## config.mk

```make
export PLATFORM = sky130hd
export DESIGN_NAME = thread_map
export DESIGN_NICKNAME = d
export VERILOG_FILES = /design/src/source/mpu_pkg.sv /design/src/source/thread_map.sv
export SDC_FILE = /design/constraint.sdc
export NUM_CORES = 1
export LEC_CHECK = 0
export BUFFER_PORTS_ARGS = -buffer_cell sky130_fd_sc_hd__buf_2
export CORE_ASPECT_RATIO = 0.8
export CORE_UTILIZATION = 45
export DETAILED_ROUTE_END_ITERATION = 12
export HOLD_SLACK_MARGIN = 0.1
export PLACE_DENSITY = 0.67
export SLEW_MARGIN = 10
export SYNTH_ARGS = -nofsm -noshare
export SYNTH_HDL_FRONTEND = slang
export SYNTH_SLANG_ARGS = --single-unit
```

## constraint.sdc

```tcl
create_clock -name clock -period 1.8 [get_ports clock]
set_clock_uncertainty 0.05 [all_clocks]
set_input_delay 0.27 -clock clock [delete_from_list [all_inputs] [get_ports clock]]
set_output_delay 0.27 -clock clock [all_outputs]
set_load 0.01 [all_outputs]
```

## src/source/mpu_pkg.sv

```systemverilog
package mpu_pkg;

	////////////////////////////////////////////////////////////////////////////
	// Widths and sizes
	////////////////////////////////////////////////////////////////////////////

	localparam int thread_id_w	= 4;			// 16 threads
	localparam int issue_no_w	= 8;
	localparam int addr_w		= 8;			// 256 instruction words
	localparam int len_w		= 8;
	localparam int word_w		= 32;
	localparam int queue_depth	= 4;

	localparam int thread_count	= 1 << thread_id_w;
	localparam int mem_depth	= 1 << addr_w;
	localparam int queue_ptr_w	= $clog2(queue_depth);
	localparam int queue_cnt_w	= queue_ptr_w + 1;

	localparam int hdr_kind_w	= 2;
	localparam int hdr_value_w	= 8;

	localparam logic [queue_ptr_w-1:0] queue_last = queue_ptr_w'(queue_depth - 1);
	localparam logic [queue_cnt_w-1:0] queue_full = queue_cnt_w'(queue_depth);

	////////////////////////////////////////////////////////////////////////////
	// Host side and issue side transfers
	////////////////////////////////////////////////////////////////////////////

	typedef struct packed {
		logic						valid;
		logic [thread_id_w-1:0]		thread_id;
		logic [issue_no_w-1:0]		issue_no;
	} issue_req_t;

	typedef struct packed {
		logic						valid;
		logic [thread_id_w-1:0]		thread_id;
		logic [addr_w-1:0]			base;
		logic [len_w-1:0]			length;
	} map_write_t;

	// Thread info returned by the map
	typedef struct packed {
		logic [addr_w-1:0]			base;
		logic [len_w-1:0]			length;
	} lookup_t;

	typedef struct packed {
		logic [7:0]					opcode;
		logic [3:0]					dst;
		logic [3:0]					src1;
		logic [3:0]					src2;
		logic [11:0]				imm;
	} instr_t;

	typedef struct packed {
		logic						valid;
		logic [addr_w-1:0]			addr;
		instr_t						data;
	} mem_write_t;

	////////////////////////////////////////////////////////////////////////////
	// Output stream
	////////////////////////////////////////////////////////////////////////////

	typedef enum logic [hdr_kind_w-1:0] {
		hdr_thread_id	= 2'd0,
		hdr_issue_no	= 2'd1,
		hdr_length		= 2'd2
	} hdr_kind_e;

	typedef struct packed {
		hdr_kind_e									kind;
		logic [word_w-hdr_kind_w-hdr_value_w-1:0]	unused;		// Always zero
		logic [hdr_value_w-1:0]						value;
	} header_t;

	// Same 32 bits, read as instruction or header field
	typedef union packed {
		instr_t						instr;
		header_t					hdr;
	} dispatch_word_u;

	typedef struct packed {
		logic						valid;
		logic						is_header;
		logic						last;		// Final word of a packet
		dispatch_word_u				word;
	} dispatch_out_t;

	typedef enum logic [2:0] {
		st_idle,
		st_lookup,
		st_send_tid,
		st_send_issue,
		st_send_len,
		st_send_instr
	} dispatch_state_e;

endpackage
```

## src/source/thread_map.sv

```systemverilog
module thread_map (
	input	logic							clock,
	input	logic							reset,
	input	mpu_pkg::map_write_t			map_wr,
	input	logic							lookup_req,
	input	logic [mpu_pkg::thread_id_w-1:0]	lookup_id,
	output	logic							lookup_ack,
	output	mpu_pkg::lookup_t				info
);

	mpu_pkg::lookup_t	table_q [mpu_pkg::thread_count];

	////////////////////////////////////////////////////////////////////////////
	// Host write port
	////////////////////////////////////////////////////////////////////////////

	always_ff @(posedge clock) begin
		if (reset) begin
			for (int i = 0; i < mpu_pkg::thread_count; i++) begin
				table_q[i] <= '0;
			end
		end
		else if (map_wr.valid) begin
			table_q[map_wr.thread_id].base		<= map_wr.base;
			table_q[map_wr.thread_id].length	<= map_wr.length;
		end
	end

	////////////////////////////////////////////////////////////////////////////
	// Lookup port, answer one cycle after the request
	////////////////////////////////////////////////////////////////////////////

	always_ff @(posedge clock) begin
		if (reset) begin
			lookup_ack <= 1'b0;
		end
		else begin
			lookup_ack <= lookup_req;
		end
	end

	// Result held between lookups
	always_ff @(posedge clock) begin
		if (lookup_req) begin
			info <= table_q[lookup_id];
		end
	end

endmodule

```

==> results.cfg <==
[logic_synthesis]
yosysWarnings = 0
synth_area_um2 = 12020
yosysSeqAreaShare_pct = 68.12
ys_seq_elements = 273
postSynthCellCount = 740
syn_area_per_cell_um2 = 16.24
syn-num-nets = 768
synthDistinctLibCells = 19

[clock_tree]
root_buffer = clkbuf_16
cts_tree = done
postCtsSetupRepairBufs = 0
cts_max_level = 1
clock_latency_ns = 0.53
postCtsHoldBufs = 1
cts_max_path_buffers = 3
cts_made_buffers = 27
clk_pin_slew_worst_paths_ns = 0.06
cts.sink_count = 273
cts_resized = 0

[timing]
fmax_ghz = 0.6068
period_needed_ns = 1.648
finalWorstSetupSlack_ns = 0.1519
finalHoldViolations = 0
worst_pin_slew_ns = 0.9382
setup_violations = 0
slew_headroom_pct = 37.46
finalCritPeriodShare_pct = 91.56
grt_setup_unrepaired = no
hold_ws_ns = 0.1784
drv_slew = 0

[floorplanning]
die_y_um = 148.2
start_util_pct = 45.77
rows = 53
die_w_um = 184.7
core_um2 = 26260
dieArea_um2 = 27370
io_pins = 45

[placement]
place_congestion = 0.7907
portBuffers = 44
dp_slack_ns = -0.1768
dp.cells = 1148
dpl.hpwl_um = 17650

[critical_path]
critPathRequiredTime_ns = 2.02
crit_fanout = 1
cp-start-kind = flip-flop
endpoint_kind = flip-flop
arrival_ns = 1.87
crit_type = reg2reg

[routing]
drt-total-wl_um = 28250
vias = 6522
viasPerCell = 5.462
drtPass1Iterations = 5
dr.first_iter.drc_count = 693
antenna_left = 0
drc_errors = 0
detail_route.wl_per_cell_um = 23.66

[layout]
layout_common_cells = edfxtp_1 (272), and2_1 (257), mux4_2 (64), buf_4 (43), buf_2 (43)
nets = 849
layoutNonFillerInstCount = 1194
final_common_cell = edfxtp_1
drive_gt1_share_pct = 26.64
area_growth_syn_to_layout_pct = 16.07
diodes = 0

[global_route]
antenna_found_initial = 0
grt_max_degree = 19
grt_usage_pct = 21.54
grt_pass1_wl_um = 42170
grt_overflow_total = 0
grt_pass1_vias = 6839

[min_path]
hold_class = in2reg

[power_and_ir_drop]
p_per_area_nw_per_um2 = 969.6
p_leak_nw = 4.966
vdd_drop_max_mv = 0.7599

[flow_run]
maxCapViolations = 0

[run_status]
status = finished clean
## state kept, by name, summed over array words and instances (netlist names)
| signal | cells |
|---|---|
| table_q | 256 |
| info | 16 |
| lookup_ack | 1 |
## report_power, final
part | leakage, nW | internal [mW] | switching, mW | total [mW]
clock | 0.367 | 2.71 | 2.22 | 4.93
sequential | 2.61 | 7.38 | 0.104 | 7.48
combinational | 1.99 | 0.508 | 0.607 | 1.12
## area by class of cell
| type | instances | area, µm² |
|---|---|---|
| Clock buffer | 31 | 690.7 |
| Clock inverter | 14 | 61.31 |
| Fill cell | 2159 | 12310 |
| Multi-Input combinational cell | 412 | 3617 |
| Sequential cell | 273 | 8188 |
| Tap cell | 357 | 446.7 |
| Timing Repair Buffer | 107 | 948.4 |
## cells by family (layout without fill, tap and decap cells)
family          Yosys count  count (layout)  synth area share (%)
compound gates           32              32                 1.999
buf+inv                  55             152                 1.790
simple gates            316             316                 16.10
flops                   273             273                 68.12
mux                      64              64                 11.99
## final timing paths
path / startpoint / endpoint / slack [ns] / cells after the start
worst min-delay path: map_wr[9] / table_q[6][9] / 0.18 / 2
worst min register to register: table_q[14][7] / info[7] / 0.70 / 3
worst max-delay path: table_q[0][4] / info[4] / 0.15 / 3
worst max register to register: table_q[0][4] / info[4] / 0.15 / 3
## metrics by stage
stage / cell area (µm²) / utilization [%] / total power [mW] / TNS [ns]
final: 13950 / 53.13 / 13.53 / 0
after global routing: 13950 / 53.13 / 13.96 / 0
after CTS: 13950 / 53.13 / 13.63 / 0
after detailed placement: 13190 / 50.23 / 8.745 / -2.757
after global placement: 13190 / 50.23 / 8.684 / -1.573
after floorplan: 12040 / - / 8.177 / 0
## synthesized netlist by cell type, drive strengths merged
| cell type | number | area (µm²) |
|---|---|---|
| nand2b | 2 | 12.51 |
| or2 | 16 | 100.1 |
| or4b | 1 | 13.76 |
| nor2 | 13 | 56.31 |
| dfxtp | 1 | 20.02 |
| buf | 8 | 38.78 |
| nand4b | 1 | 8.760 |
| nand4bb | 2 | 22.52 |
| nor2b | 3 | 18.77 |
| clkbuf | 47 | 176.4 |
| edfxtp | 272 | 8168 |
| and2 | 257 | 1608 |
| nand2 | 17 | 63.81 |
| mux4 | 64 | 1441 |
| nor3 | 4 | 31.28 |
| a22oi | 32 | 240.2 |
## critical path, cell delays in order, from the launching register on
cell and delay, ns:
edfxtp_1 0.38, mux4_2 0.46, a22oi_1 0.40, nand2_1 0.10
## layer usage
metal  GRT usage (%)  routed length, µm
met3           2.693               2217
met4           4.463                450
met2           34.75              13520
met5               0                  0
met1           31.66              12060
No activity file was read; power rests on OpenSTA's default activity.
