--- src/source/mpu_pkg.sv ---
package mpu_pkg;

	////////////////////////////////////////////////////////////////////////////
	// Widths and sizes
	////////////////////////////////////////////////////////////////////////////

	localparam int thread_id_w	= 4;			// 16 threads
	localparam int issue_no_w	= 8;
	localparam int addr_w		= 8;			// 256 instruction words
	localparam int len_w		= 8;
	localparam int word_w		= 32;
	localparam int queue_depth	= 4;

	localparam int thread_count	= 1 << thread_id_w;
	localparam int mem_depth	= 1 << addr_w;
	localparam int queue_ptr_w	= $clog2(queue_depth);
	localparam int queue_cnt_w	= queue_ptr_w + 1;

	localparam int hdr_kind_w	= 2;
	localparam int hdr_value_w	= 8;

	localparam logic [queue_ptr_w-1:0] queue_last = queue_ptr_w'(queue_depth - 1);
	localparam logic [queue_cnt_w-1:0] queue_full = queue_cnt_w'(queue_depth);

	////////////////////////////////////////////////////////////////////////////
	// Host side and issue side transfers
	////////////////////////////////////////////////////////////////////////////

	typedef struct packed {
		logic						valid;
		logic [thread_id_w-1:0]		thread_id;
		logic [issue_no_w-1:0]		issue_no;
	} issue_req_t;

	typedef struct packed {
		logic						valid;
		logic [thread_id_w-1:0]		thread_id;
		logic [addr_w-1:0]			base;
		logic [len_w-1:0]			length;
	} map_write_t;

	// Thread info returned by the map
	typedef struct packed {
		logic [addr_w-1:0]			base;
		logic [len_w-1:0]			length;
	} lookup_t;

	typedef struct packed {
		logic [7:0]					opcode;
		logic [3:0]					dst;
		logic [3:0]					src1;
		logic [3:0]					src2;
		logic [11:0]				imm;
	} instr_t;

	typedef struct packed {
		logic						valid;
		logic [addr_w-1:0]			addr;
		instr_t						data;
	} mem_write_t;

	////////////////////////////////////////////////////////////////////////////
	// Output stream
	////////////////////////////////////////////////////////////////////////////

	typedef enum logic [hdr_kind_w-1:0] {
		hdr_thread_id	= 2'd0,
		hdr_issue_no	= 2'd1,
		hdr_length		= 2'd2
	} hdr_kind_e;

	typedef struct packed {
		hdr_kind_e									kind;
		logic [word_w-hdr_kind_w-hdr_value_w-1:0]	unused;		// Always zero
		logic [hdr_value_w-1:0]						value;
	} header_t;

	// Same 32 bits, read as instruction or header field
	typedef union packed {
		instr_t						instr;
		header_t					hdr;
	} dispatch_word_u;

	typedef struct packed {
		logic						valid;
		logic						is_header;
		logic						last;		// Final word of a packet
		dispatch_word_u				word;
	} dispatch_out_t;

	typedef enum logic [2:0] {
		st_idle,
		st_lookup,
		st_send_tid,
		st_send_issue,
		st_send_len,
		st_send_instr
	} dispatch_state_e;

endpackage
--- src/source/issue_queue.sv ---
module issue_queue (
	input	logic					clock,
	input	logic					reset,
	input	mpu_pkg::issue_req_t	issue,
	input	logic					idle,
	output	mpu_pkg::issue_req_t	next_req,
	output	logic					overflow
);

	mpu_pkg::issue_req_t				entries [mpu_pkg::queue_depth];

	logic [mpu_pkg::queue_ptr_w-1:0]	rd_ptr;
	logic [mpu_pkg::queue_ptr_w-1:0]	wr_ptr;
	logic [mpu_pkg::queue_cnt_w-1:0]	count;

	logic								empty;
	logic								full;
	logic								push;
	logic								pop;

	assign empty	= count == '0;
	assign full		= count == mpu_pkg::queue_full;
	assign push		= issue.valid & ~full;		// Dropped when full
	assign pop		= idle & ~empty;

	// Head entry, valid only as the pop strobe
	always_comb begin
		next_req		= entries[rd_ptr];
		next_req.valid	= pop;
	end

	always_ff @(posedge clock) begin
		if (push) begin
			entries[wr_ptr] <= issue;
		end
	end

	always_ff @(posedge clock) begin
		if (reset) begin
			rd_ptr	<= '0;
			wr_ptr	<= '0;
		end
		else begin
			if (push) begin
				wr_ptr <= (wr_ptr == mpu_pkg::queue_last) ? '0 : wr_ptr + 1'b1;
			end
			if (pop) begin
				rd_ptr <= (rd_ptr == mpu_pkg::queue_last) ? '0 : rd_ptr + 1'b1;
			end
		end
	end

	// Occupancy, push and pop may coincide
	always_ff @(posedge clock) begin
		if (reset) begin
			count <= '0;
		end
		else begin
			case ({push, pop})
				2'b10:		count <= count + 1'b1;
				2'b01:		count <= count - 1'b1;
				default:	count <= count;
			endcase
		end
	end

	always_ff @(posedge clock) begin
		if (reset) begin
			overflow <= 1'b0;
		end
		else if (issue.valid & full) begin
			overflow <= 1'b1;		// Sticky until reset
		end
	end

endmodule

--- config.mk ---
export PLATFORM = sky130hd
export DESIGN_NAME = issue_queue
export DESIGN_NICKNAME = d
export VERILOG_FILES = /design/src/source/mpu_pkg.sv /design/src/source/issue_queue.sv
export SDC_FILE = /design/constraint.sdc
export NUM_CORES = 1
export LEC_CHECK = 0
export ABC_AREA = 0
export BUFFER_PORTS_ARGS = -buffer_cell sky130_fd_sc_hd__buf_2
export CAP_MARGIN = 5
export CORE_ASPECT_RATIO = 0.8
export CORE_UTILIZATION = 48
export CTS_CLUSTER_DIAMETER = 60
export CTS_CLUSTER_SIZE = 14
export DETAILED_ROUTE_END_ITERATION = 10
export PLACE_DENSITY = 0.76
export SETUP_SLACK_MARGIN = 0.1
export SLEW_MARGIN = 20
export SYNTH_ARGS = -nofsm -noshare
export SYNTH_HDL_FRONTEND = slang
export SYNTH_SLANG_ARGS = --single-unit
--- constraint.sdc ---
create_clock -name clock -period 2 [get_ports clock]
set_clock_uncertainty 0.05 [all_clocks]
set_input_delay 0.1 -clock clock [delete_from_list [all_inputs] [get_ports clock]]
set_output_delay 0.1 -clock clock [all_outputs]
set_load 0.02 [all_outputs]
==> results by group <==
Critical path
  • Crit. End Element: flop
  • R2r startpoint: count[0]
  • CP startpoint kind: flop
  • CP max FO: 2
  • Crit path DAT: 2.27 ns
  • CP Class: reg2reg
  • R2R Setup Slk: -0.07 ns
  • Critical path origin: count[0]
  • Req. time, crit path: 2.20 ns

Route
  • Via density: 5.328
  • Routed via count: 1268
  • Initial drt markers: 57
  • ANT nets after route: 0
  • DR pass1 iterations: 5
  • Post-DR wirelength/cell: 16.86 um
  • DRC: 0
  • Total Routed Length: 4.012 mm

Synth
  • Asr flop ratio synth: 0%
  • Net Count, Synth: 139
  • Seq/Total Area, Yosys: 73.38%
  • Syn. warnings: 0
  • Top area cells in the synthesized netlist: edfxtp_1, mux4_2, dfxtp_1
  • Cell taking the most area after synthesis: edfxtp_1
  • Mux cell area share after synthesis: 13.03%
  • Post-synth EDFFs: 48
  • Compound-Gate Fraction of Synth Area: 2.237%
  • Post-Synth Simple-Gate Area: 4.306%
  • Gate Count Post-Synth: 116
  • Largest family of logic cells by synthesized area: multiplexers
  • Yosys cell types: 25
  • Flops & latches, synth: 58
  • Avg Cell Area, Syn: 19.29 um^2
  • Post-synth top area share: 64.43%
  • Xor-xnor portion of the synthesized cell area: 0.7830%
  • Adder-cell area share of the yosys netlist: 4.251%
  • Ys flop type: edfxtp_1
  • Cell area after synthesis: 2237 um^2

Floorplan
  • Die width: 78.33 um
  • Starting Density: 51.60%
  • Die Ht: 63.06 um
  • FP Rows: 21
  • Core Region: 4335 um^2
  • I/O pin total: 30
  • DIE AREA: 4939 um^2

Pwr
  • Maximum VDD drop: 533.7 uV
  • Tot Pwr: 3.512 mW
  • P_int: 2.474 mW
  • Combinational share of power: 29.8%
  • Leakage: 1.060 nW
  • Clk pwr share: 26.6%
  • PwrDens: 1223 nW/um^2
  • Sequential power share: 43.6%
  • Sw power: 1.038 mW
  • Sw Share: 29.55%

Placement
  • RePlAce Congestion: 0.7194
  • DP Area: 2512 um^2
  • Detailed Place HPWL: 2.520 mm
  • Placed cells: 205
  • Port bufs: 29
  • DP Worst Slack: -0.04207 ns

Timing
  • Unrepaired setup endpoints after global routing: yes
  • Final WS setup: -0.07111 ns
  • Fin. max-slew vios: 0
  • Final period utilization: 103.6%
  • Final hold vios: 0
  • Total Negative Setup Slacks: -0.07111 ns
  • Slew margin rel.: 60.67%
  • Hold Slack: 0.02691 ns
  • Worst Tran Pin Value: 0.5891 ns
  • Min Tclk post-route: 2.071 ns
  • Max Clock Freq: 482.8 MHz
  • Setup violation total in the final timing report: 1

Global route
  • First-pass GRT wire length: 6.389 mm
  • Total grt overflow: 0
  • All-Layer GR Usage: 18.30%
  • Largest net degree at the start of global routing: 13
  • Initial antenna violation count: 0
  • Vias in the first global route: 1337

CTS
  • Clock-pin slew on the worst setup and hold paths: 0.06 ns
  • Cts bufs inserted: 9
  • CTS Root Cell: clkbuf_8
  • Clock sinks: 58
  • CTS Buffer Depth: 2
  • H-tree Lvls: 3
  • CTS tree: built
  • Worst-Skew Late Latency: 0.32 ns

Worst hold path
  • Hold Crit Class: in2reg
  • Hold Crit Start: reset

Run
  • Max_cap viols: 0

Layout
  • Non-filler cells, final: 238
  • Diode count: 0
  • Nets: 199
  • Share of post-route cells with drive strength above 1: 46.41%
  • Final Util: 66.23%
  • P&R area growth vs syn: 28.36%
  • Post-route cell area: 2872 um^2

Status
  • Status: finished with violations
  • Failing checks: negative setup slack
-- cells in the mapped netlist (2+ instances only) --
library cell / count
and3_2: 4
ha_1: 6
a21oi_1: 3
dfxtp_1: 10
inv_1: 6
o21ai_0: 2
nand2_1: 2
nor2_1: 6
edfxtp_1: 48
mux4_2: 12
xor2_1: 2
buf_4: 2
-- critical path: stages (launching register included) --
cell     delay [ns]
dfxtp_2        0.32
or3b_4         0.42
nand2_4        0.08
ha_4           0.14
inv_2          0.04
fa_2           0.34
xor2_2         0.16
or3_4          0.33
a21oi_2        0.11
-- layout by cell type (no fill, tap or decap), types with 2 or more instances in the layout --
master         instances
a21oi_1                2
and3_2                 4
buf_2                 29
buf_4                 12
clkbuf_1               2
clkbuf_8              11
clkinv_2               3
dfxtp_1                8
dfxtp_2                2
dlygate4sd3_1         12
edfxtp_1              48
ha_1                   5
inv_1                  4
inv_2                  2
mux4_2                12
nor2_1                 5
o21ai_0                2
-- cell families after synthesis --
group                    after synthesis
flip-flops                            58
buffers and inverters                 10
adder cells (fa/ha/maj)                7
AO/OA/AOI/OAI                          8
XOR/XNOR                               2
AND/OR/NAND/NOR                       17
multiplexers                          14
-- state kept, by name, summed over array words and instances (netlist names), named ones only --
name,flops
wr_ptr,2
count,3
overflow,1
rd_ptr,2
entries,48
-- routing by layer --
layer  track usage (%)  share of wire (%)  vias to the layer above
li1                  -                  -                      575
met5                 0                  0                        -
met2             29.28                 54                       45
met1             21.87                 40                      641
met4             11.34                1.5                        0
met3             5.362                4.8                        7
-- path summary, 6_finish.rpt --
kind | endpoint | cells after the start
worst max register to register | count[2] | 8
worst max-delay path | count[2] | 8
worst min register to register | overflow | 2
worst min-delay path | count[2] | 2
-- area by class of cell --
type,instances,area (um^2)
Clock buffer,13,158.9
Fill cell,297,1464
Timing Repair Buffer,53,355.3
Tap cell,57,71.32
Inverter,6,22.52
Clock inverter,3,15.01
Multi-Input combinational cell,48,604.3
Sequential cell,58,1644
-- timing repair --
| action | in CTS | in global routing |
|---|---|---|
| setup buffers | 3 | 2 |
| hold buffers | 12 | 0 |
| resized for setup | 3 | 3 |
| hold endpoints to repair | 48 | 0 |
| cloned | 0 | 0 |
| pin swaps | 5 | 3 |
| endpoints found under the setup margin | 2 | 2 |
-- power by group through the flow --
stage	clock network (mW)	registers, mW	logic, mW
floorplan	0	1.55	0.648
global placement	0	1.54	0.892
detailed placement	0	1.56	0.946
CTS	0.951	1.53	1.01
global route	1.01	1.55	1.12
finish	0.933	1.53	1.05
Power figures use the tool's default switching activity.
