File: config.mk
export PLATFORM = sky130hd
export DESIGN_NAME = dispatch_ctrl
export DESIGN_NICKNAME = d
export VERILOG_FILES = /design/src/source/mpu_pkg.sv /design/src/source/dispatch_ctrl.sv
export SDC_FILE = /design/constraint.sdc
export NUM_CORES = 1
export LEC_CHECK = 0
export ABC_AREA = 1
export BUFFER_PORTS_ARGS = -buffer_cell sky130_fd_sc_hd__buf_2
export CAP_MARGIN = 10
export CORE_MARGIN = 4
export CORE_UTILIZATION = 48
export CTS_BUF_LIST = sky130_fd_sc_hd__clkbuf_16
export DETAILED_ROUTE_END_ITERATION = 16
export GPL_TIMING_DRIVEN = 1
export PLACE_DENSITY_LB_ADDON = 0.05
export SLEW_MARGIN = 25
export SYNTH_ARGS = -nofsm -noshare
export SYNTH_HDL_FRONTEND = slang
export SYNTH_SLANG_ARGS = --single-unit
export TNS_END_PERCENT = 50
File: constraint.sdc
create_clock -name clock -period 2.3 [get_ports clock]
set_input_delay 0.46 -clock clock [delete_from_list [all_inputs] [get_ports clock]]
set_output_delay 0.46 -clock clock [all_outputs]
set_load 0.05 [all_outputs]
File: src/source/mpu_pkg.sv
package mpu_pkg;

	////////////////////////////////////////////////////////////////////////////
	// Widths and sizes
	////////////////////////////////////////////////////////////////////////////

	localparam int thread_id_w	= 4;			// 16 threads
	localparam int issue_no_w	= 8;
	localparam int addr_w		= 8;			// 256 instruction words
	localparam int len_w		= 8;
	localparam int word_w		= 32;
	localparam int queue_depth	= 4;

	localparam int thread_count	= 1 << thread_id_w;
	localparam int mem_depth	= 1 << addr_w;
	localparam int queue_ptr_w	= $clog2(queue_depth);
	localparam int queue_cnt_w	= queue_ptr_w + 1;

	localparam int hdr_kind_w	= 2;
	localparam int hdr_value_w	= 8;

	localparam logic [queue_ptr_w-1:0] queue_last = queue_ptr_w'(queue_depth - 1);
	localparam logic [queue_cnt_w-1:0] queue_full = queue_cnt_w'(queue_depth);

	////////////////////////////////////////////////////////////////////////////
	// Host side and issue side transfers
	////////////////////////////////////////////////////////////////////////////

	typedef struct packed {
		logic						valid;
		logic [thread_id_w-1:0]		thread_id;
		logic [issue_no_w-1:0]		issue_no;
	} issue_req_t;

	typedef struct packed {
		logic						valid;
		logic [thread_id_w-1:0]		thread_id;
		logic [addr_w-1:0]			base;
		logic [len_w-1:0]			length;
	} map_write_t;

	// Thread info returned by the map
	typedef struct packed {
		logic [addr_w-1:0]			base;
		logic [len_w-1:0]			length;
	} lookup_t;

	typedef struct packed {
		logic [7:0]					opcode;
		logic [3:0]					dst;
		logic [3:0]					src1;
		logic [3:0]					src2;
		logic [11:0]				imm;
	} instr_t;

	typedef struct packed {
		logic						valid;
		logic [addr_w-1:0]			addr;
		instr_t						data;
	} mem_write_t;

	////////////////////////////////////////////////////////////////////////////
	// Output stream
	////////////////////////////////////////////////////////////////////////////

	typedef enum logic [hdr_kind_w-1:0] {
		hdr_thread_id	= 2'd0,
		hdr_issue_no	= 2'd1,
		hdr_length		= 2'd2
	} hdr_kind_e;

	typedef struct packed {
		hdr_kind_e									kind;
		logic [word_w-hdr_kind_w-hdr_value_w-1:0]	unused;		// Always zero
		logic [hdr_value_w-1:0]						value;
	} header_t;

	// Same 32 bits, read as instruction or header field
	typedef union packed {
		instr_t						instr;
		header_t					hdr;
	} dispatch_word_u;

	typedef struct packed {
		logic						valid;
		logic						is_header;
		logic						last;		// Final word of a packet
		dispatch_word_u				word;
	} dispatch_out_t;

	typedef enum logic [2:0] {
		st_idle,
		st_lookup,
		st_send_tid,
		st_send_issue,
		st_send_len,
		st_send_instr
	} dispatch_state_e;

endpackage
File: src/source/dispatch_ctrl.sv
module dispatch_ctrl (
	input	logic								clock,
	input	logic								reset,
	input	mpu_pkg::issue_req_t				next_req,
	output	logic								idle,
	output	logic								lookup_req,
	output	logic [mpu_pkg::thread_id_w-1:0]	lookup_id,
	input	logic								lookup_ack,
	input	mpu_pkg::lookup_t					info,
	output	logic								mem_rd_en,
	output	logic [mpu_pkg::addr_w-1:0]			mem_rd_addr,
	input	mpu_pkg::instr_t					rd_data,
	output	mpu_pkg::dispatch_out_t				dispatch
);

	mpu_pkg::dispatch_state_e			state;

	// Captured request and thread info
	logic [mpu_pkg::thread_id_w-1:0]	tid_q;
	logic [mpu_pkg::issue_no_w-1:0]		issue_q;
	logic [mpu_pkg::len_w-1:0]			len_q;

	// Load counters
	logic [mpu_pkg::len_w-1:0]			rem_cnt;		// Reads still to issue
	logic [mpu_pkg::addr_w-1:0]			addr_q;
	logic								last_rd;

	// Read pipeline tags
	logic								ld_d1;
	logic								last_d1;

	logic								hdr_state;
	mpu_pkg::header_t					hdr_word;

	// Registered output word
	logic								out_valid;
	logic								out_header;
	logic								out_last;
	mpu_pkg::dispatch_word_u			out_word;

	assign idle			= state == mpu_pkg::st_idle;
	assign lookup_req	= state == mpu_pkg::st_lookup;
	assign lookup_id	= tid_q;

	assign hdr_state	= (state == mpu_pkg::st_send_tid) |
						  (state == mpu_pkg::st_send_issue) |
						  (state == mpu_pkg::st_send_len);

	// First read goes out with the length header, the rest in the load state
	assign mem_rd_en	= ((state == mpu_pkg::st_send_len) |
						   (state == mpu_pkg::st_send_instr)) & (rem_cnt != '0);
	assign mem_rd_addr	= addr_q;
	assign last_rd		= rem_cnt == {{(mpu_pkg::len_w-1){1'b0}}, 1'b1};

	////////////////////////////////////////////////////////////////////////////
	// FSM
	////////////////////////////////////////////////////////////////////////////

	always_ff @(posedge clock) begin
		if (reset) begin
			state <= mpu_pkg::st_idle;
		end
		else begin
			case (state)
				mpu_pkg::st_idle: begin
					if (next_req.valid) begin
						state <= mpu_pkg::st_lookup;
					end
				end
				mpu_pkg::st_lookup:		state <= mpu_pkg::st_send_tid;		// Ack is fixed latency
				mpu_pkg::st_send_tid:	state <= mpu_pkg::st_send_issue;
				mpu_pkg::st_send_issue:	state <= mpu_pkg::st_send_len;
				mpu_pkg::st_send_len:	state <= mpu_pkg::st_send_instr;
				mpu_pkg::st_send_instr: begin
					// Stay until the final word leaves
					if (out_last) begin
						state <= mpu_pkg::st_idle;
					end
				end
				default:				state <= mpu_pkg::st_idle;
			endcase
		end
	end

	always_ff @(posedge clock) begin
		if (idle & next_req.valid) begin
			tid_q	<= next_req.thread_id;
			issue_q	<= next_req.issue_no;
		end
		if (lookup_ack) begin
			len_q	<= info.length;
		end
	end

	always_ff @(posedge clock) begin
		if (reset) begin
			rem_cnt <= '0;
		end
		else if (lookup_ack) begin
			rem_cnt <= info.length;
		end
		else if (mem_rd_en) begin
			rem_cnt <= rem_cnt - 1'b1;
		end
	end

	always_ff @(posedge clock) begin
		if (lookup_ack) begin
			addr_q <= info.base;
		end
		else if (mem_rd_en) begin
			addr_q <= addr_q + 1'b1;
		end
	end

	////////////////////////////////////////////////////////////////////////////
	// Output word
	////////////////////////////////////////////////////////////////////////////

	always_comb begin
		hdr_word.unused	= '0;
		hdr_word.value	= '0;
		case (state)
			mpu_pkg::st_send_tid: begin
				hdr_word.kind								= mpu_pkg::hdr_thread_id;
				hdr_word.value[mpu_pkg::thread_id_w-1:0]	= tid_q;
			end
			mpu_pkg::st_send_issue: begin
				hdr_word.kind	= mpu_pkg::hdr_issue_no;
				hdr_word.value	= issue_q;
			end
			default: begin
				hdr_word.kind	= mpu_pkg::hdr_length;
				hdr_word.value	= len_q;
			end
		endcase
	end

	always_ff @(posedge clock) begin
		if (reset) begin
			ld_d1		<= 1'b0;
			last_d1		<= 1'b0;
			out_valid	<= 1'b0;
			out_header	<= 1'b0;
			out_last	<= 1'b0;
		end
		else begin
			ld_d1		<= mem_rd_en;				// Read data valid next cycle
			last_d1		<= mem_rd_en & last_rd;
			out_valid	<= hdr_state | ld_d1;
			out_header	<= hdr_state;
			out_last	<= last_d1;
		end
	end

	always_ff @(posedge clock) begin
		if (hdr_state) begin
			out_word.hdr	<= hdr_word;
		end
		else begin
			out_word.instr	<= rd_data;
		end
	end

	assign dispatch = '{
		valid:		out_valid,
		is_header:	out_header,
		last:		out_last,
		word:		out_word
	};

endmodule

==> results of run 1 <==
registers in the layout, indices dropped and copies added (netlist names):
signal       count
ld_d1            1
rem_cnt          8
lookup_id        4
out_last         1
last_d1          1
issue_q          8
state            3
out_header       1
mem_rd_addr      8
out_valid        1
len_q            8
out_word        32
per-layer routing:
layer / track usage / share of wire / vias to the layer above
li1: - / - / 1300
met1: 0.2108 / 0.45 / 1041
met2: 0.2969 / 0.47 / 73
met3: 0.03897 / 0.064 / 7
met4: 0.06799 / 0.0096 / 0
met5: 0 / 0 / -
worst max-delay path, delay by kind of cell (launching register included):
family | cells | cell delay (ps)
simple gates | 3 | 280
flops | 1 | 370
fa+ha+maj | 1 | 270
buf+inv | 2 | 390
synthesized netlist by cell type, drive strengths merged:
cell and number:
nor4 1, nand4 3, inv 49, nand3 22, xnor2 2, buf 6
nand2 76, edfxtp 28, a31oi 3, nor3 4, clkinv 2, ha 3
o21ai 19, clkbuf 4, xor2 2, o21bai 1, a21oi 11, nor2 53
dfxtp 48
report_power, final:
part / internal [mW] / switching, mW / total [mW]
combinational: 0.248 / 0.806 / 1.05
clock: 0.881 / 0.561 / 1.44
sequential: 1.58 / 0.0736 / 1.66
total: 2.71 / 1.44 / 4.15
final timing paths:
| kind | from | endpoint | cells past startpoint |
|---|---|---|---|
| min reg2reg | last_d1 | out_last | 2 |
| max reg2reg | rem_cnt[0] | rem_cnt[1] | 10 |
| max | rem_cnt[0] | mem_rd_en | 6 |
| min | next_req[2] | issue_q[2] | 1 |
per-stage QoR:
step	area, um2	hold WS, ps	utilization	setup slack (ps)
3_3_place_gp	3588	391.3	0.6025	573.0
6_report	3910	307.7	0.6565	211.4
3_5_place_dp	3588	409.1	0.6025	561.4
2_1_floorplan	2967	388.3	-	199.1
4_1_cts	3910	297.7	0.6565	201.5
5_1_grt	3910	297.9	0.6565	79.82
cell type report:
cell class | count | share of cell area
Sequential cell | 76 | 0.4608
Multi-Input combinational cell | 200 | 0.2352
Inverter | 51 | 0.04928
Clock buffer | 11 | 0.07040
Timing Repair Buffer | 115 | 0.1485
Clock inverter | 5 | 0.01184
Tap cell | 75 | 0.02400
cell families (layout without fill, tap and decap cells):
| logic type | Yosys count | in the layout |
|---|---|---|
| buffers and inverters | 61 | 182 |
| AOI/OAI and AO/OA | 34 | 34 |
| DFF | 76 | 76 |
| xor gates and xnor gates | 4 | 4 |
| and+or+nand+nor | 159 | 159 |
| adders and majority gates | 3 | 3 |
==> results by stage, run 1 <==
Outcome:
- The run finished with clean final reports.

Cells and area:
- Leaving out filler cells and counting taps, the final layout contains 533.
- The layout-stage area growth over the synthesis result is 31.80%.
- The library cell used most frequently in the layout, excluding fill and tap cells, is buf_2.
- The multi-input combinational cell area is 919.6 um2.
- The number of nets at the end of the flow is 520.
- The sequential cell area is 1802 um2.
- The repair_antennas step left the layout with diodes totalling 0.
- The library cells used most frequently in the layout, excluding fill and tap cells, are buf_2 (113), nand2_1 (71), nor2_1 (52).
- In the final layout, the share of cells above drive strength 1 is 0.3079.
- Counting the fill cells in the layout gives 520.

STA:
- For the final database, setup skew stands at 6.202 ps.
- Setup repair after global routing left no endpoint under its margin.
- Setup violations remaining at the end of the flow were counted as 0.
- Of the available clock period, the critical path in the final layout requires 0.9081.
- The count of final max-slew check failures came to 0.
- The final-layout setup total negative slack is 0 ps.
- The relative slew slack is 0.6139.
- The slew of the pin with the lowest slew margin is 574.4 ps.
- For the finished layout, the period the worst path requires is 2089 ps.
- The upper clock frequency limit is 478.8 MHz.
- The number of endpoints with negative hold slack in the final report is 0.

Synthesis:
- dfxtp_1 takes more of the synthesized area than any other cell.
- The count of mapped cells out of synthesis is 337.
- Of the total synthesized cell area, the portion taken by full adders, half adders and majority gates is 0.01265.
- The sequential-to-total area share from yosys stat is 0.6073.
- The mapped cell area is 2967 um2.
- The number of nets handed over by synthesis was 404.
- Yosys printed 0 warnings.
- The average instance in the mapped netlist occupies 8.803 um2.
- The xor and xnor fraction of the mapped netlist area is 0.01181.
- Counting flops and latches in the post-synthesis netlist gives 76.
- The post-synthesis share of cell area spent on and, or, nand and nor gates is 0.2240.
- The post-synthesis cell type count is 27.
- The main combinational cell family by area after synthesis is simple AND/OR/NAND/NOR gates.
- The mux cell area share after synthesis is 0.
- The area fraction in compound gates after synthesis is 0.05947.
- In the post-synthesis netlist, the biggest area contributors are dfxtp_1 (32%), edfxtp_1 (28%), nand2_1 (9.0%), nor2_1 (6.6%), inv_1 (5.9%).
- Of the post-synthesis cell area, the dominant cell type holds 0.3239.

Setup path:
- The critical path class is reg -> out.
- Data arrives at the worst endpoint at 1630 ps.
- For the worst setup path, the data required time is 1840 ps.
- The critical path capture point type is an output pin.
- The most numerous cell type found on the critical path is nor2_1.
- The critical path goes through inv_1 -> ha_1 -> nand2_2 -> nor2_1 -> nor2_1 -> buf_2.
- The register-to-register setup slack is 630 ps.
- On the worst path, the slowest cell contributes a delay of 370 ps.
- The highest-delay cell along the critical path is dfxtp_1.
- In this run the worst path has a maximum fanout of 5.
- STA classifies the critical path startpoint as a register.

Flow run:
- The max-cap check violation count is 0.

Floorplan:
- The vertical extent of the die is 86.62 um.
- The horizontal extent of the die is 86.62 um.
- The total core area is 5956 um2.
- For this configuration, the core starts out at a cell density of 0.4981.
- 114 I/O pins were placed.
- The area of the die is 7502 um2.
- Row generation in the floorplan step produced 28 rows.

Clocking:
- The post-cts sizing count is 0.
- The H-tree depth is 3.
- TritonCTS built the clock tree.
- The cell at the root of the clock tree is clkbuf_16.
- After clock tree synthesis, the clock-pin slew on the worst setup and hold paths is 60 ps.
- The number of buffers inserted during clock tree synthesis is 9.
- The clock network latency to the later pin of the worst-skew pair is 320 ps.
- Post-CTS timing repair inserted 0 buffers for setup.
- The number of clock sinks is 76.
- The largest buffer count on any clock path is 2.
- The number of hold buffers added after CTS is 0.

Global routing:
- After global routing the overflow that remains totals 0.
- In the global route stage, overall resource usage came out at 0.1731.
- The largest net degree at the start of global routing is 30.
- The initial antenna violation count is 0.
- The number of global-route vias before repair is 2,283.
- The wire length of the first global-routing pass is 10,100 um.

Detailed routing:
- The number of vias after detailed routing is 2,421.
- The first detailed-routing pass ran for 4 iterations.
- The total wirelength of the detailed-routed design is 6472 um.
- Once detail routing completed, the nets flagged for antenna violations numbered 0.
- For this block, the initial DRC count from the detailed router was 137.
- Dividing the detail-routed via count by the number of cells gives 4.542.
- The total DRC errors in the routed layout is 0.
- In the final routed layout, each cell accounts on average for 12.14 um.

Pwr:
- IR analysis of the VDD net gives a maximum drop of 0.0007369 V.
- The design draws 4.154 mW.
- The total leakage power is 1.962 nW.
- The power per standard cell area is 1062 nW/um2.

Placement:
- The number of buffers inserted by port buffering is 113.
- At the end of routability-driven placement, the weighted congestion stood at 0.8554.
- The detailed placer's ending HPWL is 4846 um.
- The cell count after placement is 517.

Worst hold path:
- The path class of the lowest-slack min-delay path is in -> reg.
(Power assumes the default switching activity.)
==> run 2: changes to the inputs <==
--- a/config.mk
+++ b/config.mk
@@ -9,7 +9,7 @@
 export BUFFER_PORTS_ARGS = -buffer_cell sky130_fd_sc_hd__buf_2
 export CAP_MARGIN = 10
 export CORE_MARGIN = 4
-export CORE_UTILIZATION = 48
+export CORE_UTILIZATION = 40
 export CTS_BUF_LIST = sky130_fd_sc_hd__clkbuf_16
 export DETAILED_ROUTE_END_ITERATION = 16
 export GPL_TIMING_DRIVEN = 1
==> run 2 against run 1 <==
Against the previous run: power is 0.13% higher; critical path depth stayed put; die area is 18% higher; first-iteration DRC count is 39% lower; worst setup slack worse by 9.4 ps; clock power hardly changed; non-clock buffer count stayed put; combinational power hardly changed; routed wire length is 2.2% higher; core utilization is 11 points lower.
==> results by stage, run 2 (synthesized netlist as in run 1, its figures left out) <==
Global routing:
- The overall overflow remaining after global route is 0.
- The initial antenna violation count came to 0.
- The wire length of the first global-routing pass is 10,520 um.
- Across every metal layer, demand over resource in global routing totals 0.1550.
- The largest net degree at the start of global routing is 30.
- The number of global-route vias before repair is 2,255.

Clocking:
- The post-CTS setup buffer count is 0.
- After clock tree synthesis, the clock-pin slew on the worst setup and hold paths is 60 ps.
- The H-tree depth is 3.
- The number of buffers inserted during clock tree synthesis is 9.
- The TritonCTS clock tree is yes.
- After clock tree synthesis, the flow added hold-fix buffers numbering 0.
- The cell at the root of the clock tree is clkbuf_16.
- The clock drives 76 sinks.
- The clock network latency to the later pin of the worst-skew pair is 320 ps.
- The largest buffer count on any clock path is 2.
- The post-cts sizing count is 0.

Setup path:
- The data required time at the worst endpoint is 1840 ps.
- The critical path is of the reg -> out type.
- The startpoint type of the worst setup path is a register.
- In this run the worst path has a maximum fanout of 5.
- The data arrival at the endpoint of the critical path is 1640 ps.
- STA classifies the critical path endpoint as an output pin.

Cells and area:
- The number of nets at the end of the flow is 520.
- The number of antenna diodes in the final layout is 0.
- Leaving out fill and tap cells, the most frequent cells in the layout are buf_2 (113), nand2_1 (71), nor2_1 (52).
- The register with the most flip-flops in the final layout is out_word.
- Leaving out fill and tap cells, the most frequent cell in the layout is buf_2.
- The flip-flop count of the largest register, all copies and words added is 32.
- The share of post-route cells with drive strength above 1 is 0.3079.
- For this run, the number of standard cells in the final layout without fillers is 557.
- The layout-stage area growth over the synthesis result is 32.73%.
- After filler insertion, the fill cell instance count of the layout stands at 709.

Detailed routing:
- The number of vias after detailed routing is 2,426.
- The detail route stage leaves a number of antenna-violating nets equal to 0.
- The total wirelength of the detailed-routed design is 6612 um.
- The ratio of routed vias to standard cells is 4.355.
- The number of DRC markers after the initial detailed-route iteration is 84.
- The routed wirelength normalized by instance count is 11.87 um.
- The total DRC errors in the routed layout is 0.
- For this run, the detailed router's first-pass iteration total came to 4.

STA:
- Setup repair after global routing left no endpoint under its margin.
- Of the available clock period, the critical path in the final layout requires 0.9122.
- The worst path in the final design needs a cycle of 2098 ps, including I/O delays and setup.
- The number of endpoints failing setup at the final stage is 0.
- For the final routed database, the setup TNS stands at 0 ps.
- The upper clock frequency limit is 476.6 MHz.
- Hold timing on the final database bottoms out at a slack of 310.2 ps.
- The number of endpoints with negative hold slack in the final report is 0.
- The count of final max-slew check failures came to 0.
- The slew of the pin with the lowest slew margin is 455.5 ps.
- Measured against its own limit, the worst slew margin works out to 0.6960.
- Across the routed clock network, the largest skew measured is 6.258 ps.

Placement:
- The number of buffers inserted by port buffering is 113.
- Counting tap cells, the placed design contains a total of 541 instances.
- The congestion estimate from routability-driven global placement came to 0.8088.
- The HPWL after detailed placement is 4950 um.

Floorplan:
- The floorplan step defined a core boundary enclosing 7214 um2.
- The horizontal extent of the die is 94.12 um.
- The I/O pin count is 114.
- The floorplan step set the die height to 94.12 um.
- The number of rows in the core area is 31.
- The area of the die is 8859 um2.
- For this configuration, the core starts out at a cell density of 0.4112.

Pwr:
- For this design the ratio of total power to cell area is 1056 nW/um2.
- VDD sags by at most 0.0003859 V.
- The total power consumption of the routed design is 4.160 mW.
- The total leakage power is 1.961 nW.

Flow run:
- Max-cap violations in this run came to 0.

Outcome:
- The run finished with clean final reports.

Worst hold path:
- The path class of the lowest-slack min-delay path is in -> reg.
[run 2: cell types whose count changed in the layout (fill, tap and decap cells not counted), sizes merged]
cell,before,now
clkinv,4,2
inv,52,54
[run 2: worst max-delay path, stage by stage (launching register included)]
cell and delay, ps:
dfxtp_1 360, inv_1 100, ha_1 270, nand2_2 110, nor2_1 50, nor2_1 130
buf_2 290
[run 2: cell type report]
cell class	instances	area (um2)	share of cell area
Clock buffer	11	275.3	0.06991
Clock inverter	5	43.79	0.01112
Inverter	51	192.7	0.04894
Multi-Input combinational cell	200	919.6	0.2336
Sequential cell	76	1802	0.4576
Tap cell	99	123.9	0.03146
Timing Repair Buffer	115	580.6	0.1474
[run 2: metal layers]
metal,GRT usage,share of wire
met1,0.2001,0.46
met2,0.2484,0.47
met3,0.03926,0.061
met4,0.06137,0.0071
met5,0,0
[run 2: per-stage QoR]
stage               utilization  worst slack (ps)  instance area, um2
floorplan                     -             199.1                2967
global placement         0.5016             562.9                3618
detailed placement       0.5016             540.2                3618
CTS                      0.5458             184.6                3938
global route             0.5458             4.751                3938
finish                   0.5458             202.0                3938
[run 2: path summary, 6_finish.rpt]
kind / start / end / slack [ps] / cells after the start
setup / recovery: rem_cnt[0] / mem_rd_en / 200 / 6
hold / removal: next_req[1] / issue_q[1] / 310 / 1
setup reg to reg: rem_cnt[0] / rem_cnt[1] / 640 / 10
hold reg to reg: last_d1 / out_last / 400 / 2
[run 2: power breakdown]
group | switching, mW | internal (mW) | leakage [nW]
Clock | 0.570 | 0.882 | 0.160
Combinational | 0.804 | 0.248 | 1.13
Sequential | 0.0712 | 1.58 | 0.672
==> run 3: changes to the inputs <==
--- a/config.mk
+++ b/config.mk
@@ -8,8 +8,10 @@
 export ABC_AREA = 1
 export BUFFER_PORTS_ARGS = -buffer_cell sky130_fd_sc_hd__buf_2
 export CAP_MARGIN = 10
+export CELL_PAD_IN_SITES_DETAIL_PLACEMENT = 0
+export CELL_PAD_IN_SITES_GLOBAL_PLACEMENT = 2
 export CORE_MARGIN = 4
-export CORE_UTILIZATION = 40
+export CORE_UTILIZATION = 27
 export CTS_BUF_LIST = sky130_fd_sc_hd__clkbuf_16
 export DETAILED_ROUTE_END_ITERATION = 16
 export GPL_TIMING_DRIVEN = 1
==> run 3 against run 2 <==
Against the previous run: critical path depth unchanged; routed wire length up 14%; global-route usage down 3.2 points; combinational power about the same; clock power up 3%; sequential share of layout area down 0.69 points; die area up 44%; core utilization down 18 points; first-iteration DRC count up 8.3%; critical endpoint unchanged; highest routed layer unchanged.
==> results by stage, run 3 (synthesized netlist as in run 1, its figures left out) <==
Outcome:
- The run finished with clean final reports.

Clocking:
- The clock network latency to the later pin of the worst-skew pair is 330 ps.
- The number of buffers inserted during clock tree synthesis is 9.
- Clock tree synthesis found a total of 76 sinks.
- The H-tree depth is 3.
- After clock tree synthesis, the clock-pin slew on the worst setup and hold paths is 60 ps.
- The largest buffer count on any clock path is 2.
- The TritonCTS clock tree is yes.
- The cell at the root of the clock tree is clkbuf_16.

Global routing:
- The global-route layer with the greatest usage is met2.
- Across every metal layer, demand over resource in global routing totals 0.1227.
- For this run, global-route usage on met3 was measured as 0.02995.
- The met1 usage is 0.1546.
- The number of global-route vias before repair came to 2,468.
- The overall overflow remaining after global route is 0.
- The first global-routing pass estimated 12,120 um of wire.
- The met2 usage is 0.1955.
- The initial antenna violation count came to 0.
- Entering global routing, the biggest net connects 30 pins.

Pwr:
- The share of total power dissipated in combinational logic is 0.253.
- The worst-case IR drop observed on VDD is 0.0003954 V.
- For this design the static power due to leakage is 1.958 nW.
- The power per standard cell area is 1053 nW/um2.
- The internal portion of the total power is 2.780 mW.
- The switching power as a share of total power is 0.3397.
- The analysis attributes to net switching a power of 1.430 mW.
- Of the total power, the clock network draws 0.354.
- Of the total power, registers draw 0.394.

Setup path:
- The worst setup path is captured at an output pin.
- The stage delay of the slowest cell on the critical path is 380 ps.
- The depth of the worst register-to-register path is 10.
- In this run the worst path has a maximum fanout of 5.
- STA classifies the critical path startpoint as a register.
- Data on the critical path is required at its endpoint by 1840 ps.
- The startpoint of the worst-slack reg-to-reg timing path is rem_cnt[0].
- The data arrival at the endpoint of the critical path is 1660 ps.
- The signal on the critical path passes through inv_1 -> ha_1 -> nand2_2 -> nor2_1 -> nor2_1 -> clkbuf_4.
- The critical path is of the reg -> out type.
- Among all stages on the critical path, the largest delay is contributed by dfxtp_1.
- The register-to-register setup slack is 570 ps.
- In this run the critical register-to-register path is captured at rem_cnt[1].
- The most used cell along the critical path is nor2_1.

Detailed routing:
- The pre-antenna-repair detailed-routing pass consisted of 4 iterations.
- The routed wirelength normalized by instance count is 12.59 um.
- In this run the remaining antenna-violating nets after routing total 0.
- The total DRC errors in the routed layout is 0.
- The number of DRC markers after the initial detailed-route iteration is 91.
- The ratio of routed vias to standard cells is 4.075.
- For this block, the via count after detailed routing is 2,441.
- After detailed routing, the total wire length is 7542 um.

Cells and area:
- The most flop-heavy register is out_word.
- The share of post-route cells with drive strength above 1 is 0.3072.
- The register with the most flip-flops in the layout has 32 of them.
- In the layout the commonest cells are buf_2 (112), nand2_1 (71), nor2_1 (52).
- The utilization after layout is 0.3704.
- The final antenna diode count is 0.
- The number of filler cells placed in the layout is 1,166.
- At the end of the flow, the number of nets in the layout was 521.
- The library cell used most frequently in the layout, excluding fill and tap cells, is buf_2.
- The post-layout instance count excluding filler cells is 599.
- The layout-stage area growth over the synthesis result is 34.75%.

Placement:
- The count of buffers added on input and output ports is 113.
- In this run, placement finished with an instance count of 583.
- The routability congestion estimate from global placement is 0.8018.
- The detailed placer's ending HPWL is 5709 um.

Floorplan:
- The number of rows in the core area is 38.
- For this design the top-level I/O count stands at 114.
- The horizontal extent of the die is 112.8 um.
- The initial core utilization is 0.2749.
- The core region is 10,790 um2.
- In this run the vertical extent of the chip is 112.8 um.
- The area of the die is 12,730 um2.

STA:
- Setup violations remaining at the end of the flow were counted as 0.
- For the final routed database, the setup TNS stands at 0 ps.
- For the pin with the worst max-slew slack, the measured transition is 379.6 ps.
- The upper clock frequency limit is 471.1 MHz.
- The number of endpoints with negative hold slack in the final report is 0.
- Setup repair after global routing left no endpoint under its margin.
- The final worst clock skew is 5.150 ps.
- The final-layout worst hold slack is 305.3 ps.
- In this run the tightest slew margin relative to its limit is 0.7466.
- The smallest clock period supported by the final layout is computed as 2123 ps.
- The count of final max-slew check failures came to 0.
- The ratio of final minimum period to clock period is 0.9228.

Worst hold path:
- The hold path startpoint is next_req[1].
- The path class of the tightest hold or removal check is in -> reg.
- Along the worst hold path, the cell count comes to 1.
- The worst hold path terminates at issue_q[1].

Flow run:
- Across the run, the number of max-cap violations was 0.
## run 3: area by class of cell
type                       instances  area [um2]  area share
sequential                        76        1802      0.4507
multi-input combinational        200       919.6      0.2300
timing repair buffer             116       590.6      0.1477
clock buffer                       9       225.2     0.05634
inverter                          51       192.7     0.04820
tap                              140       175.2     0.04382
clock inverter                     7       92.59     0.02316
## run 3: per-layer routing
layer,part of all wire,vias to the layer above
li1,-,1298
met1,0.46,1071
met2,0.46,62
met3,0.058,10
met4,0.020,0
met5,0,-
## run 3: worst max-delay path by stage
stage	startpoint	to	cells past startpoint
floorplan	next_req[12]	issue_q[0]	2
global placement	rem_cnt[0]	mem_rd_en	6
detailed placement	rem_cnt[0]	mem_rd_en	6
CTS	rem_cnt[0]	mem_rd_en	6
global route	state[2]	mem_rd_en	5
finish	rem_cnt[0]	mem_rd_en	6
## run 3: power groups by stage
stage,combinational (mW),sequential [mW],clock [mW]
floorplan,0.366,2.13,0
global placement,1.08,1.69,0
detailed placement,1.08,1.69,0
CTS,1.08,1.66,1.55
global route,1.16,1.68,1.59
finish,1.06,1.66,1.49
## run 3: through the flow
step                power (mW)  cell area [um2]  worst slack [ps]
CTS                      4.297             3995             137.1
floorplan                2.492             2967             199.1
detailed placement       2.770             3677             512.8
global placement         2.772             3677             523.5
finish                   4.210             3998             177.5
global route             4.434             3998             10.68
## run 3: critical path, delay by kind of cell, from the launching register on
kind,cells,cell delay [ps]
buffers and inverters,2,370
and+or+nand+nor,3,300
DFF,1,380
adders and majority gates,1,270
## run 3: timing repair
action / 4_1_cts / 5_1_grt
endpoints found under the setup margin: 0 / 1
hold buffers: 0 / 0
buffers inserted: 0 / 0
resized for setup: 0 / 1
